===== config.mk =====
export PLATFORM = sky130hd
export DESIGN_NAME = spi_master_top
export DESIGN_NICKNAME = d
export VERILOG_FILES = /design/src/hw/spi_pkg.sv /design/src/hw/spi_fifo.sv /design/src/hw/spi_sck_gen.sv /design/src/hw/spi_shifter.sv /design/src/hw/spi_ctrl.sv /design/src/hw/spi_regs.sv /design/src/hw/spi_master_top.sv
export SDC_FILE = /design/constraint.sdc
export NUM_CORES = 1
export LEC_CHECK = 0
export BUFFER_PORTS_ARGS = -buffer_cell sky130_fd_sc_hd__buf_2
export CAP_MARGIN = 20
export CELL_PAD_IN_SITES_DETAIL_PLACEMENT = 0
export CELL_PAD_IN_SITES_GLOBAL_PLACEMENT = 2
export CORE_ASPECT_RATIO = 2
export CORE_MARGIN = 4
export CORE_UTILIZATION = 43
export CTS_CLUSTER_DIAMETER = 50
export DETAILED_ROUTE_END_ITERATION = 12
export PLACE_DENSITY_LB_ADDON = 0.1
export SLEW_MARGIN = 5
export SYNTH_ARGS = -nofsm -noshare
export SYNTH_HDL_FRONTEND = slang
export SYNTH_SLANG_ARGS = --single-unit
export TNS_END_PERCENT = 5

===== constraint.sdc =====
create_clock -name clk -period 3.3 [get_ports clk]
set_clock_uncertainty 0.15 [all_clocks]
set_input_delay 0.33 -clock clk [delete_from_list [all_inputs] [get_ports clk]]
set_output_delay 0.33 -clock clk [all_outputs]
set_load 0.1 [all_outputs]

===== src/hw/spi_pkg.sv =====
/*
 * Shared types and constants of the SPI master. Every RTL file refers to
 * them with scoped names: widths, register map, bus and status structs
 */
package spi_pkg;

   // ******************************
   // Widths with a meaning
   // ******************************
   typedef logic [7:0]  byte_t;        // One SPI data byte
   typedef logic [11:0] clkdiv_t;      // SCK divisor, half period = clkdiv+1 clocks
   typedef logic [2:0]  reg_addr_t;    // Register index
   typedef logic [15:0] reg_data_t;    // Register bus data
   typedef logic [6:0]  irq_vec_t;     // Interrupt sources, enables or flags
   typedef logic [1:0]  slave_sel_t;   // Slave select field

   // Slave select codes
   localparam slave_sel_t SEL_NONE   = 2'd0;
   localparam slave_sel_t SEL_FLASH  = 2'd1;
   localparam slave_sel_t SEL_LCD    = 2'd2;
   localparam slave_sel_t SEL_SDCARD = 2'd3;

   // ******************************
   // Register map
   // ******************************
   localparam reg_addr_t ADDR_CTRL   = 3'd0;   // Control / status
   localparam reg_addr_t ADDR_CLKDIV = 3'd1;   // Clock divisor
   localparam reg_addr_t ADDR_IE     = 3'd2;   // Interrupt enables
   localparam reg_addr_t ADDR_IF     = 3'd3;   // Interrupt flags, write 1 clears
   localparam reg_addr_t ADDR_DATA   = 3'd4;   // TX push on write, RX pop on read

   // Bit positions in the control / status word
   localparam int CTRL_TRANSFER_EN = 2;
   localparam int CTRL_RX_DISCARD  = 3;
   localparam int CTRL_TX_CLR      = 6;   // Write-only strobe
   localparam int CTRL_RX_CLR      = 7;   // Write-only strobe
   localparam int STAT_BUSY        = 15;

   typedef struct packed {
      logic      wr;      // Write strobe
      logic      rd;      // Read strobe
      reg_addr_t addr;
      reg_data_t wdata;
   } bus_req_t;

   typedef struct packed {
      slave_sel_t slave_sel;
      logic       transfer_en;   // Allow the controller to drain the TX FIFO
      logic       rx_discard;    // Drop received bytes
   } ctrl_t;

   typedef struct packed {
      logic exists;      // Not empty
      logic full;
      logic half_full;   // At or above the half level
   } fifo_stat_t;

   typedef enum logic [1:0] {
      ST_IDLE,
      ST_FIFO_RW,
      ST_TRANSFER,
      ST_RX_FULL
   } spi_state_e;

endpackage


===== src/hw/spi_fifo.sv =====
/*
 * Synchronous byte FIFO with exists, full and half-full flags.
 * Push when full and pop when empty are ignored; clr empties it
 */
`timescale 1ns/10ps

module spi_fifo #(
   parameter int FIFO_DEPTH = 32,
   parameter int HALF_LEVEL = 16
) (
   input  logic                clk,
   input  logic                rstn,
   input  logic                clr,
   input  spi_pkg::byte_t      din,
   input  logic                push,
   input  logic                pop,
   output spi_pkg::byte_t      dout,
   output spi_pkg::fifo_stat_t stat
);

   localparam int PTR_W = (FIFO_DEPTH > 1) ? $clog2(FIFO_DEPTH) : 1;
   localparam int CNT_W = $clog2(FIFO_DEPTH + 1);

   spi_pkg::byte_t   mem [FIFO_DEPTH];
   logic [PTR_W-1:0] wr_ptr, rd_ptr;
   logic [CNT_W-1:0] count;
   logic             do_push, do_pop;

   // Circular pointer advance, any depth
   function automatic logic [PTR_W-1:0] next_ptr(input logic [PTR_W-1:0] p);
      return (p == PTR_W'(FIFO_DEPTH - 1)) ? '0 : p + 1'b1;
   endfunction

   assign do_push = push && !stat.full;     // Dropped when full
   assign do_pop  = pop && stat.exists;     // Nothing when empty

   always_ff @(posedge clk)
   begin
      if (!rstn || clr)
      begin
         wr_ptr <= '0;
         rd_ptr <= '0;
         count  <= '0;
      end
      else
      begin
         if (do_push)
            wr_ptr <= next_ptr(wr_ptr);
         if (do_pop)
            rd_ptr <= next_ptr(rd_ptr);
         case ({do_push, do_pop})
            2'b10:   count <= count + 1'b1;
            2'b01:   count <= count - 1'b1;
            default: count <= count;         // Idle or push+pop
         endcase
      end
   end

   // Storage
   always_ff @(posedge clk)
   begin
      if (do_push)
         mem[wr_ptr] <= din;
   end

   assign dout = mem[rd_ptr];   // First-word fall-through

   assign stat = '{exists:    (count != '0),
                   full:      (count == CNT_W'(FIFO_DEPTH)),
                   half_full: (count >= CNT_W'(HALF_LEVEL))};

endmodule


===== src/hw/spi_sck_gen.sv =====
/*
 * SCK generator. Divides clk by 2*(clkdiv+1), issues one-cycle rise and
 * fall strobes and drives the registered spi_clk while enabled
 */
`timescale 1ns/10ps

module spi_sck_gen (
   input  logic             clk,
   input  logic             rstn,
   input  spi_pkg::clkdiv_t clkdiv,
   input  logic             sck_en,     // High while a byte is shifting
   output logic             sck_rise,
   output logic             sck_fall,
   output logic             spi_clk
);

   spi_pkg::clkdiv_t div_cnt;
   logic             tc;         // Terminal count
   logic             int_sck;    // Free-running internal clock

   assign tc = (div_cnt == '0);

   // Down-counter, reload at terminal count
   always_ff @(posedge clk)
   begin
      if (!rstn)
         div_cnt <= '0;
      else if (tc)
         div_cnt <= clkdiv;
      else
         div_cnt <= div_cnt - 1'b1;
   end

   always_ff @(posedge clk)
   begin
      if (!rstn)
      begin
         int_sck  <= 1'b0;
         sck_rise <= 1'b0;
         sck_fall <= 1'b0;
      end
      else
      begin
         if (tc)
            int_sck <= ~int_sck;
         sck_rise <= tc & ~int_sck;   // Strobes alternate every clkdiv+1 clocks
         sck_fall <= tc &  int_sck;
      end
   end

   // Output clock, low on every fall, high only when enabled
   always_ff @(posedge clk)
   begin
      if (!rstn)
         spi_clk <= 1'b0;
      else if (sck_fall)
         spi_clk <= 1'b0;
      else if (sck_rise && sck_en)
         spi_clk <= 1'b1;
   end

endmodule


===== src/hw/spi_shifter.sv =====
/*
 * Transmit and receive shift registers, MSB first. MOSI changes on
 * SCK fall strobes, MISO is sampled on rise strobes of a transfer
 */
`timescale 1ns/10ps

module spi_shifter (
   input  logic           clk,
   input  logic           sck_rise,
   input  logic           sck_fall,
   input  logic           tx_pop,    // Load pulse, coincides with a fall strobe
   input  logic           shift,     // Bit pulse from the controller
   input  spi_pkg::byte_t tx_byte,   // Front of the TX FIFO
   input  logic           miso,
   output logic           mosi,
   output spi_pkg::byte_t rx_byte
);

   spi_pkg::byte_t tx_shr;

   // ******************************
   // Transmit side
   // ******************************
   always_ff @(posedge clk)
   begin
      if (tx_pop)
         tx_shr <= tx_byte;
      else if (shift)
         tx_shr <= {tx_shr[6:0], 1'b0};   // Next bit moves to the top
   end

   // Registered MOSI
   always_ff @(posedge clk)
   begin
      if (sck_fall)
         mosi <= tx_pop ? tx_byte[7] : tx_shr[7];
   end

   // ******************************
   // Receive side
   // ******************************
   always_ff @(posedge clk)
   begin
      if (sck_rise && shift)
         rx_byte <= {rx_byte[6:0], miso};   // MSB arrives first
   end

endmodule


===== src/hw/spi_ctrl.sv =====
/*
 * Byte-transfer controller. Pulls bytes from the TX FIFO on SCK fall
 * strobes, counts eight rise strobes per byte and pushes the result
 */
`timescale 1ns/10ps

module spi_ctrl (
   input  logic                clk,
   input  logic                rstn,
   input  spi_pkg::ctrl_t      ctrl,
   input  spi_pkg::fifo_stat_t tx_stat,
   input  spi_pkg::fifo_stat_t rx_stat,
   input  logic                sck_rise,
   input  logic                sck_fall,
   output logic                sck_en,
   output logic                tx_pop,
   output logic                rx_push,
   output logic                shift,
   output logic                busy
);

   spi_pkg::spi_state_e state;
   logic [2:0]          bit_cnt;    // Bits left after the current one
   logic                rx_valid;   // Shifter holds a finished byte
   logic                load_ok;

   assign load_ok = tx_stat.exists && ctrl.transfer_en;

   // ******************************
   // State machine
   // ******************************
   always_ff @(posedge clk)
   begin
      if (!rstn)
         state <= spi_pkg::ST_IDLE;
      else
      begin
         case (state)
            spi_pkg::ST_IDLE:
               if (load_ok)
                  state <= spi_pkg::ST_FIFO_RW;
            spi_pkg::ST_FIFO_RW:
               if (sck_fall)   // Load next byte or stop
                  state <= load_ok ? spi_pkg::ST_TRANSFER : spi_pkg::ST_IDLE;
            spi_pkg::ST_TRANSFER:
               if (sck_rise && (bit_cnt == 3'd0))
                  state <= rx_stat.full ? spi_pkg::ST_RX_FULL : spi_pkg::ST_FIFO_RW;
            spi_pkg::ST_RX_FULL:
               if (!rx_stat.full)   // Wait for a host pop
                  state <= spi_pkg::ST_FIFO_RW;
            default:
               state <= spi_pkg::ST_IDLE;
         endcase
      end
   end

   // Bit counter, preset while waiting for a load
   always_ff @(posedge clk)
   begin
      if (!rstn)
         bit_cnt <= 3'd0;
      else if (state == spi_pkg::ST_FIFO_RW)
         bit_cnt <= 3'd7;
      else if (shift)
         bit_cnt <= bit_cnt - 3'd1;
   end

   // Received byte pending, held through the RX full stall
   always_ff @(posedge clk)
   begin
      if (!rstn)
         rx_valid <= 1'b0;
      else if ((state == spi_pkg::ST_IDLE) || (state == spi_pkg::ST_FIFO_RW)
               || ctrl.rx_discard)
         rx_valid <= 1'b0;
      else if (state == spi_pkg::ST_TRANSFER)
         rx_valid <= 1'b1;
   end

   // Strobes to the FIFOs and shifter
   assign tx_pop  = (state == spi_pkg::ST_FIFO_RW) && sck_fall && load_ok;
   assign rx_push = (state == spi_pkg::ST_FIFO_RW) && rx_valid;   // First cycle only
   assign shift   = (state == spi_pkg::ST_TRANSFER) && sck_rise;

   assign sck_en = (state == spi_pkg::ST_TRANSFER);
   assign busy   = (state != spi_pkg::ST_IDLE);

endmodule


===== src/hw/spi_regs.sv =====
/*
 * Host register file of the SPI master: control, divisor, interrupt
 * enable and flag registers, FIFO strobes, chip select outputs and irq
 */
`timescale 1ns/10ps

module spi_regs (
   input  logic                clk,
   input  logic                rstn,
   input  spi_pkg::bus_req_t   bus,
   output spi_pkg::reg_data_t  rdata,
   output spi_pkg::ctrl_t      ctrl,
   output spi_pkg::clkdiv_t    clkdiv,
   output logic                tx_push,
   output logic                tx_clr,
   output logic                rx_pop,
   output logic                rx_clr,
   input  spi_pkg::fifo_stat_t tx_stat,
   input  spi_pkg::fifo_stat_t rx_stat,
   input  spi_pkg::byte_t      rx_byte_out,
   input  logic                busy,
   output logic                irq,
   output logic                flash_csn,
   output logic                lcd_csn,
   output logic                sdcard_csn
);

   logic               wr_ctrl, wr_clkdiv, wr_ie, wr_if;
   spi_pkg::irq_vec_t  ie_q, if_q;
   spi_pkg::irq_vec_t  src, src_q;
   spi_pkg::irq_vec_t  if_clr;
   spi_pkg::reg_data_t status;

   // Write decode
   assign wr_ctrl   = bus.wr && (bus.addr == spi_pkg::ADDR_CTRL);
   assign wr_clkdiv = bus.wr && (bus.addr == spi_pkg::ADDR_CLKDIV);
   assign wr_ie     = bus.wr && (bus.addr == spi_pkg::ADDR_IE);
   assign wr_if     = bus.wr && (bus.addr == spi_pkg::ADDR_IF);

   // FIFO strobes, full/empty guarded inside the FIFO
   assign tx_push = bus.wr && (bus.addr == spi_pkg::ADDR_DATA);
   assign rx_pop  = bus.rd && (bus.addr == spi_pkg::ADDR_DATA);
   assign tx_clr  = wr_ctrl && bus.wdata[spi_pkg::CTRL_TX_CLR];
   assign rx_clr  = wr_ctrl && bus.wdata[spi_pkg::CTRL_RX_CLR];

   // ******************************
   // Control, divisor, enables
   // ******************************
   always_ff @(posedge clk)
   begin
      if (!rstn)
      begin
         ctrl.slave_sel   <= spi_pkg::SEL_NONE;
         ctrl.transfer_en <= 1'b0;
         ctrl.rx_discard  <= 1'b0;
      end
      else if (wr_ctrl)
      begin
         ctrl.slave_sel   <= bus.wdata[1:0];
         ctrl.transfer_en <= bus.wdata[spi_pkg::CTRL_TRANSFER_EN];
         ctrl.rx_discard  <= bus.wdata[spi_pkg::CTRL_RX_DISCARD];
      end
   end

   always_ff @(posedge clk)
   begin
      if (!rstn)
      begin
         clkdiv <= '0;
         ie_q   <= '0;
      end
      else
      begin
         if (wr_clkdiv)
            clkdiv <= bus.wdata[11:0];
         if (wr_ie)
            ie_q <= bus.wdata[6:0];
      end
   end

   // Registered chip selects, active low
   always_ff @(posedge clk)
   begin
      if (!rstn)
      begin
         flash_csn  <= 1'b1;
         lcd_csn    <= 1'b1;
         sdcard_csn <= 1'b1;
      end
      else
      begin
         flash_csn  <= (ctrl.slave_sel != spi_pkg::SEL_FLASH);
         lcd_csn    <= (ctrl.slave_sel != spi_pkg::SEL_LCD);
         sdcard_csn <= (ctrl.slave_sel != spi_pkg::SEL_SDCARD);
      end
   end

   // ******************************
   // Interrupts
   // ******************************
   assign src[0] = ~tx_stat.full;        // TX not full
   assign src[1] = ~tx_stat.half_full;   // TX below half
   assign src[2] = ~tx_stat.exists;      // TX empty
   assign src[3] = rx_stat.full;
   assign src[4] = rx_stat.half_full;
   assign src[5] = rx_stat.exists;       // RX not empty
   assign src[6] = ~busy;                // Transfer done

   assign if_clr = wr_if ? bus.wdata[6:0] : '0;

   // Rising edge sets a flag, set beats a same-cycle clear
   always_ff @(posedge clk)
   begin
      if (!rstn)
      begin
         src_q <= 7'b100_0111;   // Source levels right after reset
         if_q  <= '0;
         irq   <= 1'b0;
      end
      else
      begin
         src_q <= src;
         if_q  <= (if_q & ~if_clr) | (src & ~src_q);
         irq   <= |(ie_q & if_q);
      end
   end

   // Status word, TX flags read inverted
   always_comb
   begin
      status                            = '0;
      status[1:0]                       = ctrl.slave_sel;
      status[spi_pkg::CTRL_TRANSFER_EN] = ctrl.transfer_en;
      status[spi_pkg::CTRL_RX_DISCARD]  = ctrl.rx_discard;
      status[14:9]                      = src[5:0];
      status[spi_pkg::STAT_BUSY]        = busy;
   end

   // Read mux
   always_comb
   begin
      case (bus.addr)
         spi_pkg::ADDR_CTRL:   rdata = status;
         spi_pkg::ADDR_CLKDIV: rdata = {4'd0, clkdiv};
         spi_pkg::ADDR_IE:     rdata = {9'd0, ie_q};
         spi_pkg::ADDR_IF:     rdata = {9'd0, if_q};
         spi_pkg::ADDR_DATA:   rdata = {8'd0, rx_byte_out};   // Front of RX FIFO
         default:              rdata = '0;
      endcase
   end

endmodule


===== src/hw/spi_master_top.sv =====
/*
 * Memory-mapped SPI master for flash, LCD and microSD slaves.
 * Host registers on a strobe bus, byte FIFOs in both directions
 */
`timescale 1ns/10ps

module spi_master_top #(
   parameter int FIFO_DEPTH = 32
) (
   input  logic               clk,
   input  logic               rstn,
   input  spi_pkg::bus_req_t  bus,
   output spi_pkg::reg_data_t rdata,
   output logic               irq,
   output logic               flash_csn,
   output logic               lcd_csn,
   output logic               sdcard_csn,
   output logic               spi_clk,
   output logic               mosi,
   input  logic               miso
);

   spi_pkg::ctrl_t      ctrl;
   spi_pkg::clkdiv_t    clkdiv;
   spi_pkg::fifo_stat_t tx_stat, rx_stat;
   spi_pkg::byte_t      tx_byte;       // TX FIFO front to shifter
   spi_pkg::byte_t      rx_byte;       // Shifter to RX FIFO
   spi_pkg::byte_t      rx_byte_out;   // RX FIFO front to host
   logic                tx_push, tx_clr, rx_pop, rx_clr;
   logic                sck_rise, sck_fall, sck_en;
   logic                tx_pop, rx_push, shift, busy;

   spi_regs u_regs (
      .clk, .rstn, .bus, .rdata, .ctrl, .clkdiv,
      .tx_push, .tx_clr, .rx_pop, .rx_clr,
      .tx_stat, .rx_stat, .rx_byte_out, .busy,
      .irq, .flash_csn, .lcd_csn, .sdcard_csn
   );

   spi_sck_gen u_sck_gen (
      .clk, .rstn, .clkdiv, .sck_en, .sck_rise, .sck_fall, .spi_clk
   );

   spi_ctrl u_ctrl (
      .clk, .rstn, .ctrl, .tx_stat, .rx_stat, .sck_rise, .sck_fall,
      .sck_en, .tx_pop, .rx_push, .shift, .busy
   );

   spi_shifter u_shifter (
      .clk, .sck_rise, .sck_fall, .tx_pop, .shift, .tx_byte, .miso, .mosi, .rx_byte
   );

   // Host to SPI
   spi_fifo #(.FIFO_DEPTH(FIFO_DEPTH), .HALF_LEVEL(FIFO_DEPTH / 2)) tx_fifo (
      .clk, .rstn, .clr(tx_clr), .din(bus.wdata[7:0]),
      .push(tx_push), .pop(tx_pop), .dout(tx_byte), .stat(tx_stat)
   );

   // SPI to host
   spi_fifo #(.FIFO_DEPTH(FIFO_DEPTH), .HALF_LEVEL(FIFO_DEPTH / 2)) rx_fifo (
      .clk, .rstn, .clr(rx_clr), .din(rx_byte),
      .push(rx_push), .pop(rx_pop), .dout(rx_byte_out), .stat(rx_stat)
   );

endmodule


## Yosys cells after proc, flatten, opt, wreduce, memory -nomap -nowiden

Memories as Yosys holds them, arrays and structs flattened. A register that Yosys moved wholly into a read port is not among the register bits.
Cells that the tools add are included.

- Register bits after elaboration: 112
- Bits in writable memories: 512
- Input bits: 24
- Output and inout bits: 22
- Word-level logic and storage cells: 150
- Memories kept: 2

Memory list:

| memory | depth | width | rd ports | clocked after Yosys merged registers in | write ports | line | RTL |
|---|---|---|---|---|---|---|---|
| rx_fifo.mem | 32 | 8 | 1 | 1 | 1 | spi_fifo.sv:24 | `spi_pkg::byte_t mem [FIFO_DEPTH];` |
| tx_fifo.mem | 32 | 8 | 1 | 1 | 1 | spi_fifo.sv:24 |  |

- Add/subtract/negate cells: 10
- Order comparisons: 2
- Equality and inequality tests: 24
- Mux-type cells: 29
- Bitwise gates (word level): 14
- Reduce and logical (&&, ||, !) cells: 41

Operators by type and width:

| kind | count |
|---|---|
| $pmux 16 s5 | 1 |
| $mux 5 | 8 |
| $pmux 6 s2 | 2 |
| $and 7x7->7 | 3 |
| $add 5x1->5 const B | 4 |
| $eq 5x5->1 const B | 4 |
| $logic_and 1x1->1 | 19 |
| $mux 8 | 2 |
| $not 7->7 | 2 |
| $add 6x1->6 const B | 2 |
| $eq 6x6->1 const B | 2 |
| $ge 6x5->1 const B | 2 |
| $logic_not 12->1 | 1 |
| $mux 12 | 1 |
| $mux 2 | 6 |
| $reduce_bool 6->1 | 2 |
| $sub 12x1->12 const B | 1 |
| $sub 6x1->6 const B | 2 |
| $reduce_bool 2->1 | 5 |
| $eq 2x2->1 const B | 4 |
| $ne 2x2->1 const B | 4 |
| $pmux 2 s4 | 1 |
| $mux 7 | 1 |
| $or 7x7->7 | 1 |
| other kinds (17) | 40 |

## Longest topological paths before layout

Gate-level depths: netlist of run 1.

- Word-level depth: 6
- Gate-level depth with buffers: 14
- Mapped depth without buffers: 13

## By module

From an unflattened synthesis of run 1, not the netlist that was laid out.

- Cell total of the unflattened synthesis: 1648
- Area total of the unflattened synthesis: 26011.2 um^2

Modules (own cells, without submodules):

| module | instances | cells each | area each (um^2) | sequential area each (um^2) |
|---|---|---|---|---|
| spi_fifo (tx_fifo) | 1 | 641 | 11163.2 | 8107.8 |
| spi_fifo (rx_fifo) | 1 | 638 | 11138.2 | 8107.8 |
| spi_regs | 1 | 214 | 1836.8 | 820.8 |
| spi_sck_gen | 1 | 82 | 772.0 | 320.3 |
| spi_shifter | 1 | 29 | 661.9 | 510.5 |
| spi_ctrl | 1 | 44 | 439.2 | 120.1 |

## Worst setup path after synthesis of run 1

OpenSTA, ideal clock, no wires.

- Path kind: reg2out
- From: reg with a tool-made name
- To: out rdata[7]
- Arrival time: 3.610 ns
- Data required time: 2.820 ns
- Slack: -0.790 ns
- Stages on the path, launching flop included: 8
- Path buffers: 2
- Path through: dfxtp_1 > clkbuf_1 > buf_2 > mux4_2 > a22oi_1 > a21oi_1 > a21oi_1 > o21ai_0

RTL lines:

| item | line | RTL |
|---|---|---|
| to (decl) | spi_master_top.sv:13 | `output spi_pkg::reg_data_t rdata,` |

==> results of run 1 <==
[cells in the mapped netlist, drive strengths merged, types with 2 or more instances]
cell type / instances / area (sq um)
mux2: 4 / 45.0
nor2: 137 / 514
clkbuf: 50 / 188
a22oi: 50 / 375
o21ai: 30 / 150
or3b: 4 / 35.0
a22o: 3 / 26.3
inv: 29 / 109
a211oi: 12 / 90.1
o21a: 3 / 22.5
o22ai: 8 / 50.1
nand2: 99 / 372
nand2b: 5 / 31.3
o2111ai: 2 / 17.5
a31oi: 10 / 62.6
and2: 22 / 138
mux2i: 24 / 240
nor3: 23 / 120
nor3b: 3 / 22.5
nand3: 13 / 65.1
ha: 28 / 350
or2: 2 / 12.5
nor2b: 9 / 56.3
nand3b: 10 / 75.1
xnor2: 11 / 96.3
a21oi: 75 / 375
dfxtp: 105 / 2100
a21o: 3 / 22.5
and3: 8 / 50.1
nor4b: 7 / 67.6
xor2: 8 / 70.1
buf: 28 / 144
a221oi: 4 / 41.3
mux4: 134 / 3020
or3: 9 / 56.3
or4: 6 / 45.0
edfxtp: 529 / 15900
nor4: 3 / 18.8
nand4: 2 / 12.5
[state kept, by name (all words and copies together) (netlist names), 4 cells and up, named ones only]
name               flops
u_regs.ie_q            7
u_sck_gen.div_cnt     12
tx_fifo.count          6
u_shifter.tx_shr       8
u_regs.ctrl            4
u_regs.src_q           7
tx_fifo.mem          256
tx_fifo.wr_ptr         5
u_shifter.rx_byte      8
rx_fifo.mem          256
u_regs.if_q            7
tx_fifo.rd_ptr         5
rx_fifo.rd_ptr         5
rx_fifo.count          6
rx_fifo.wr_ptr         5
u_regs.clkdiv         12
[what timing repair did]
item                                   CTS  global route
endpoints found under the hold margin   12             0
buffers inserted                         3             6
gates resized for setup                 19            19
gates cloned                             1             1
setup endpoints to repair                9            11
pin swaps                                0             2
hold buffers                             6             0
[logic make-up (layout without fill, tap and decap cells)]
family	Yosys count	in the layout	share of synthesized area
compound gates	206	206	0.0516
xor+xnor	19	19	0.00658
fa+ha+maj	29	29	0.0146
buf+inv	107	328	0.0174
flops	634	634	0.711
mux	162	162	0.131
simple gates	365	365	0.0680
[worst max-delay path by stage]
stage,start,to,slack [ns]
6_report,register,rdata[5],0.03
5_1_grt,register,rdata[0],-0.05
4_1_cts,register,rdata[1],-0.03
3_5_place_dp,rx_fifo.count[1],rx_fifo.count[3],0.06
3_3_place_gp,rx_fifo.count[1],rx_fifo.count[3],0.06
2_1_floorplan,tx_fifo.count[1],rdata[11],-0.46
[worst register-to-register path: cells and delay by family (launching register included)]
family	cells	cell delay, ns
buf+inv	3	0.20
flops	1	0.33
compound gates	2	0.19
simple gates	4	1.20
mux	1	0.12
xor+xnor	1	0.13
fa+ha+maj	2	0.66
[routing by layer]
layer / up-vias / global-route usage
met3: 129 / 0.0218
met2: 245 / 0.430
met4: 0 / 0.109
met5: - / 0
li1: 6300 / -
met1: 7080 / 0.187
[area by class of cell]
class / instances / area [sq um] / area share
sequential: 634 / 18000 / 0.605
multi-input combinational: 781 / 6960 / 0.234
timing repair buffer: 192 / 1620 / 0.0543
clock buffer: 73 / 1610 / 0.0542
tap: 762 / 953 / 0.0321
clock inverter: 34 / 494 / 0.0166
inverter: 29 / 109 / 0.00366
[metrics by stage]
stage          total power (W)   util  hold slack (ns)  std cells
6_report                0.0167  0.511            0.181       2505
5_1_grt                 0.0173  0.511            0.190       2505
4_1_cts                 0.0169  0.508            0.157       2496
3_5_place_dp           0.00955  0.468            0.266       2379
3_3_place_gp           0.00954  0.468            0.262       2378
2_1_floorplan          0.00932      -            0.248       1522
[power breakdown]
part | switching (W) | total (W) | internal (W) | leakage [nW]
Combinational | 0.000393 | 0.000622 | 0.000229 | 3.14
Clock | 0.00296 | 0.00730 | 0.00434 | 1.02
Sequential | 0.0000714 | 0.00874 | 0.00867 | 5.60
==> impl_results.md, run 1 <==
* Most frequent cells in the layout: edfxtp_1 (529), nor2_1 (137), buf_4 (135)
* Sinks on Clock Net at ~630
* Max Slew Vio Count at 0
* Fin crit period at about 3.3 ns
* Critical-path cell list: buf_12 -> clkbuf_16 -> buf_4 -> mux4_2 -> mux2i_1 -> a22oi_2 -> nand3_1 -> o21ai_1 -> buf_12
* Layout area overhead at 17.6%
* Fillers at around 5000
* Yosys reg bits at around 630
* # Max-Cap Violations at 0
* Post-Syn Area at roughly 0.025 sq mm
* Worst path most repeated cell: buf_12
* # port buffers at between 40 and 50
* WL/cell at around 26 um
* Tcrit/Tclk final at 0.991
* Met1 WL at roughly 20000 um
* DIE HEIGHT at between 300 and 400 um
* H-tree Lvls at 2
* CP Depth at 9
* Clk slew on worst S/H paths at around 0.070 ns
* EDFF count, synth at 529
* Initial antenna violation count at 0
* CP Class: reg -> out
* Die Wd at approximately 180 um
* Final setup margin at 0.0296 ns
* Slowest-stage cell, CP: mux4_2
* Root Buffer: clkbuf_16
* Final setup fails at 0
* GPL Wtd Cong at just over 0.8
* Critical path capture point type: output port
* Worst reg2reg setup slack at between 0.15 and 0.2 ns
* Final Instance Area at about 0.03 sq mm
* Site row count at ~130
* Top fanout value on the critical path at 8
* Max VDD drop at 0.568 mV
* DRT iter0 DRCs at 746
* CTS tree: done
* Grt ovf at 0
* Arrival time at the worst endpoint at about 2.8 ns
* WP buf/inv at 4
* Antenna viol nets, final at 0
* Met2 wire length at about 39000 um
* WHS Path Cells at 1
* Dpl cell area at about 0.027 sq mm
* Worst reg2reg path depth at 13
* Avg Cell Area, Syn at ~17 sq um
* Reg2reg start: rx_fifo.count[1]
* CP startpoint kind: register
* Vias in the first global route at between 10000 and 15000
* NumNets Final at about 1700
* Seq/Total Area, Yosys at 0.711
* RSZ-0062 raised after global routing: true
* Asr flop ratio synth at 0
* Gate Count Post-Synth at between 1500 and 2000
* Fin Setup TNS at 0 ns
* Commonest non-fill, non-tap cell in the layout: edfxtp_1
* Syn_nets at 1575
* R2r endpoint: rx_fifo.count[4]
* Synth warnings at 0
* Outcome: finished, final reports clean
* Distinct cells, synth at about 60
* DR vias/cell at 5.49
* PwrDens at 560 mW/mm^2
* Post-route DRC violation count at 0
* Worst path top cell family by delay: multiplexers
* Core area at between 0.05 and 0.06 sq mm
* Hold Crit Start: bus[0]
* Final hold vios at 0
* Main synth FF type: edfxtp_1
* ANT cells at 0
* # IOs at between 40 and 50
* Relative slew margins at 0.329
* Clock Tree Buf Depth at 3
* Hold Path Class: in -> reg
* Routed wl met3 at around 1600 um
* CP Data Required Time at approximately 2.8 ns
* Leak at 9.77 nW
* Post-place setup slack at 0.0575 ns
* Worst hold endpoint: tx_fifo.mem[16][0]
* Worst-Margin Slew at just over 1 ns
* Critical Path Max Stage Delay at around 0.54 ns
* Number of buffers created by CTS at 57
* Share of layout cells above drive strength 1 at 0.263
* Largest net degree at the start of global routing at between 50 and 60
* Via count at 13800
* F_max at ~0.3 GHz
* Global-route wire length before repair at 95200 um
* Clk Latency, worst-skew pair at approximately 0.61 ns
* DRT Wirelength at roughly 65000 um
* HPWL Detailed at 46500 um
* DRT Pass-1 Iters at 4
* Top Layer Used: met4
* Tot GR Track Use at 0.205
* Die area at ~0.063 sq mm
* Initial Util at 0.435
No activity file was read; power rests on OpenSTA's default activity.
==> run 2, diff against run 1 <==
Settings changed: CELL_PAD_IN_SITES_GLOBAL_PLACEMENT 2 to 1, CORE_UTILIZATION 43 to 45.
==> run 2 against run 1 <==
  * Global-route usage grew 0.63 points
  * Count of clock-buffer cells in the layout shrank 6
  * Sequential share of layout area grew 1.5 points
  * Clock power shrank 12%
  * Fmax grew 0.84%
  * Combinational power is essentially flat
  * Sequential power is essentially flat
  * Utilization grew 1.1 points
  * Setup slack gained 0.027 ns
  * Non-clock buffer count shrank 46
  * Critical path type unchanged
==> impl_results.md, run 2 (same netlist as run 1, synthesis figures left out) <==
* Clock Tree Buf Depth at 3
* Share of layout cells above drive strength 1 at 0.236
* Tcrit/Tclk final at 0.983
* Number of buffers created by CTS at 55
* Critical-path cell list: buf_12 -> mux4_2 -> a22oi_2 -> nand3_1 -> nand2_1 -> o21ai_0 -> buf_6
* Final hold vios at 0
* Most frequent cells in the layout: edfxtp_1 (529), nor2_1 (137), mux4_2 (134)
* DRT Pass-1 Iters at 5
* Total power at 0.0158 W
* Sinks on Clock Net at approximately 630
* DR vias/cell at 5.58
* # port buffers at 41
* Core area at around 0.056 sq mm
* ANT cells at 0
* RSZ-0062 raised after global routing: true
* DP Cell Count at 2322
* Worst path top cell family by delay: multiplexers
* PwrDens at 544 mW/mm^2
* Layout area overhead at 14.8%
* Post-place setup slack at roughly 0.021 ns
* Site row count at 122
* Arrival time at the worst endpoint at around 2.8 ns
* GPL Wtd Cong at 0.843
* NumNets Final at 1700
* Root Buffer: clkbuf_16
* Worst-Margin Slew at just under 0.9 ns
* Critical path capture point type: output port
* H-tree Lvls at 2
* F_max at 0.308 GHz
* Tot GR Track Use at 0.211
* Fillers at roughly 4800
* CTS tree: done
* Clk Latency, worst-skew pair at ~0.6 ns
* # Max-Cap Violations at 0
* Routed wl met3 at around 1500 um
* Grt ovf at 0
* Met2 wire length at around 38000 um
* Global-route wire length before repair at a little over 90000 um
* CP Class: reg -> out
* Max VDD drop at around 0.47 mV
* Finished Layout Cells at approximately 2400
* Reg area at roughly 0.018 sq mm
* Top Layer Used: met4
* Die Wd at 176 um
* Initial Util at 0.455
* Commonest non-fill, non-tap cell in the layout: edfxtp_1
* Footprint of the multi-input gates at 0.00699 sq mm
* DRT iter0 DRCs at between 900 and 1000
* Fin crit period at about 3.2 ns
* Relative slew margins at 0.410
* Via count at ~14000
* Leak at just over 9 nW
* Largest registers: rx_fifo.mem (256), tx_fifo.mem (256)
* Clk slew on worst S/H paths at 0.07 ns
* Critical Path Max Stage Delay at between 0.5 and 0.6 ns
* Initial antenna violation count at 0
* Die area at between 0.06 and 0.07 sq mm
* Hold Path Class: in -> reg
* Reg2reg start: rx_fifo.count[0]
* # IOs at 46
* Outcome: finished, final reports clean
* Max Slew Vio Count at 0
* CP startpoint kind: register
* Final setup fails at 0
* Vias in the first global route at around 15000
* CP Data Required Time at 2.82 ns
* Final setup margin at approximately 0.057 ns
* Post-route DRC violation count at 0
* HPWL Detailed at around 45000 um
* WL/cell at 25.9 um
* DIE HEIGHT at between 300 and 400 um
* Met1 WL at between 20000 and 25000 um
* Slowest-stage cell, CP: mux4_2
* WP buf/inv at 2
* Largest net degree at the start of global routing at 49
* Hold Crit Start: bus[2]
* DRT Wirelength at around 63000 um
* Top fanout value on the critical path at 19
* Antenna viol nets, final at 0
-- run 2: changes by cell type in the layout (fill, tap and decap cells not counted), moves of 5 or more --
cell	previous run	this run
clkbuf_8	7	1
buf_6	4	9
buf_4	135	87
clkinvlp_4	6	1
clkinv_1	2	8
bufinv_16	11	4
-- run 2: final timing paths --
path | endpoint | slack (ns) | depth (start not counted)
max reg2reg | rx_fifo.count[5] | 0.20 | 12
min | u_regs.clkdiv[2] | 0.20 | 3
min reg2reg | u_sck_gen.sck_rise | 0.27 | 1
max | rdata[1] | 0.06 | 7
-- run 2: layer usage --
layer / GRT usage / vias up
li1: - / 6199
met5: 0 / -
met2: 0.437 / 239
met3: 0.0202 / 122
met4: 0.0959 / 0
met1: 0.204 / 7019
-- run 2: layout make-up --
class                      instances  area share
sequential                       634       0.620
multi-input combinational        781       0.241
clock buffer                      67      0.0508
timing repair buffer             146      0.0428
tap                              744      0.0321
clock inverter                    33      0.0101
inverter                          29     0.00375
-- run 2: worst register-to-register path: cells and delay by family (launching register included) --
kind | cells | cell delay, ns
adder cells (fa/ha/maj) | 2 | 0.45
flip-flops | 1 | 0.31
XOR/XNOR | 1 | 0.15
AND/OR/NAND/NOR | 6 | 1.46
AO/OA/AOI/OAI | 2 | 0.38
buffers and inverters | 1 | 0.07
-- run 2: where the power goes --
group	leakage, nW	internal, W	total, W	switching (W)
Combinational	2.89	0.000230	0.000622	0.000393
Clock	0.859	0.00351	0.00642	0.00291
Sequential	5.60	0.00867	0.00875	0.0000736
-- run 2: repair_timing --
action / CTS / global route
hold buffers: 6 / 0
setup buffers: 1 / 2
gates cloned: 1 / 0
hold endpoints to repair: 13 / 0
resized for setup: 31 / 12
setup endpoints to repair: 8 / 11
-- run 2: through the flow --
stage / cell area [sq um] / utilization / TNS [ns] / hold WS [ns]
after floorplan: 25300 / - / -2.71 / 0.248
after global placement: 26900 / 0.484 / 0 / 0.263
after detailed placement: 26900 / 0.485 / 0 / 0.272
after CTS: 28900 / 0.521 / -0.0448 / 0.174
after global routing: 29000 / 0.523 / -0.0589 / 0.201
final: 29000 / 0.523 / 0 / 0.198
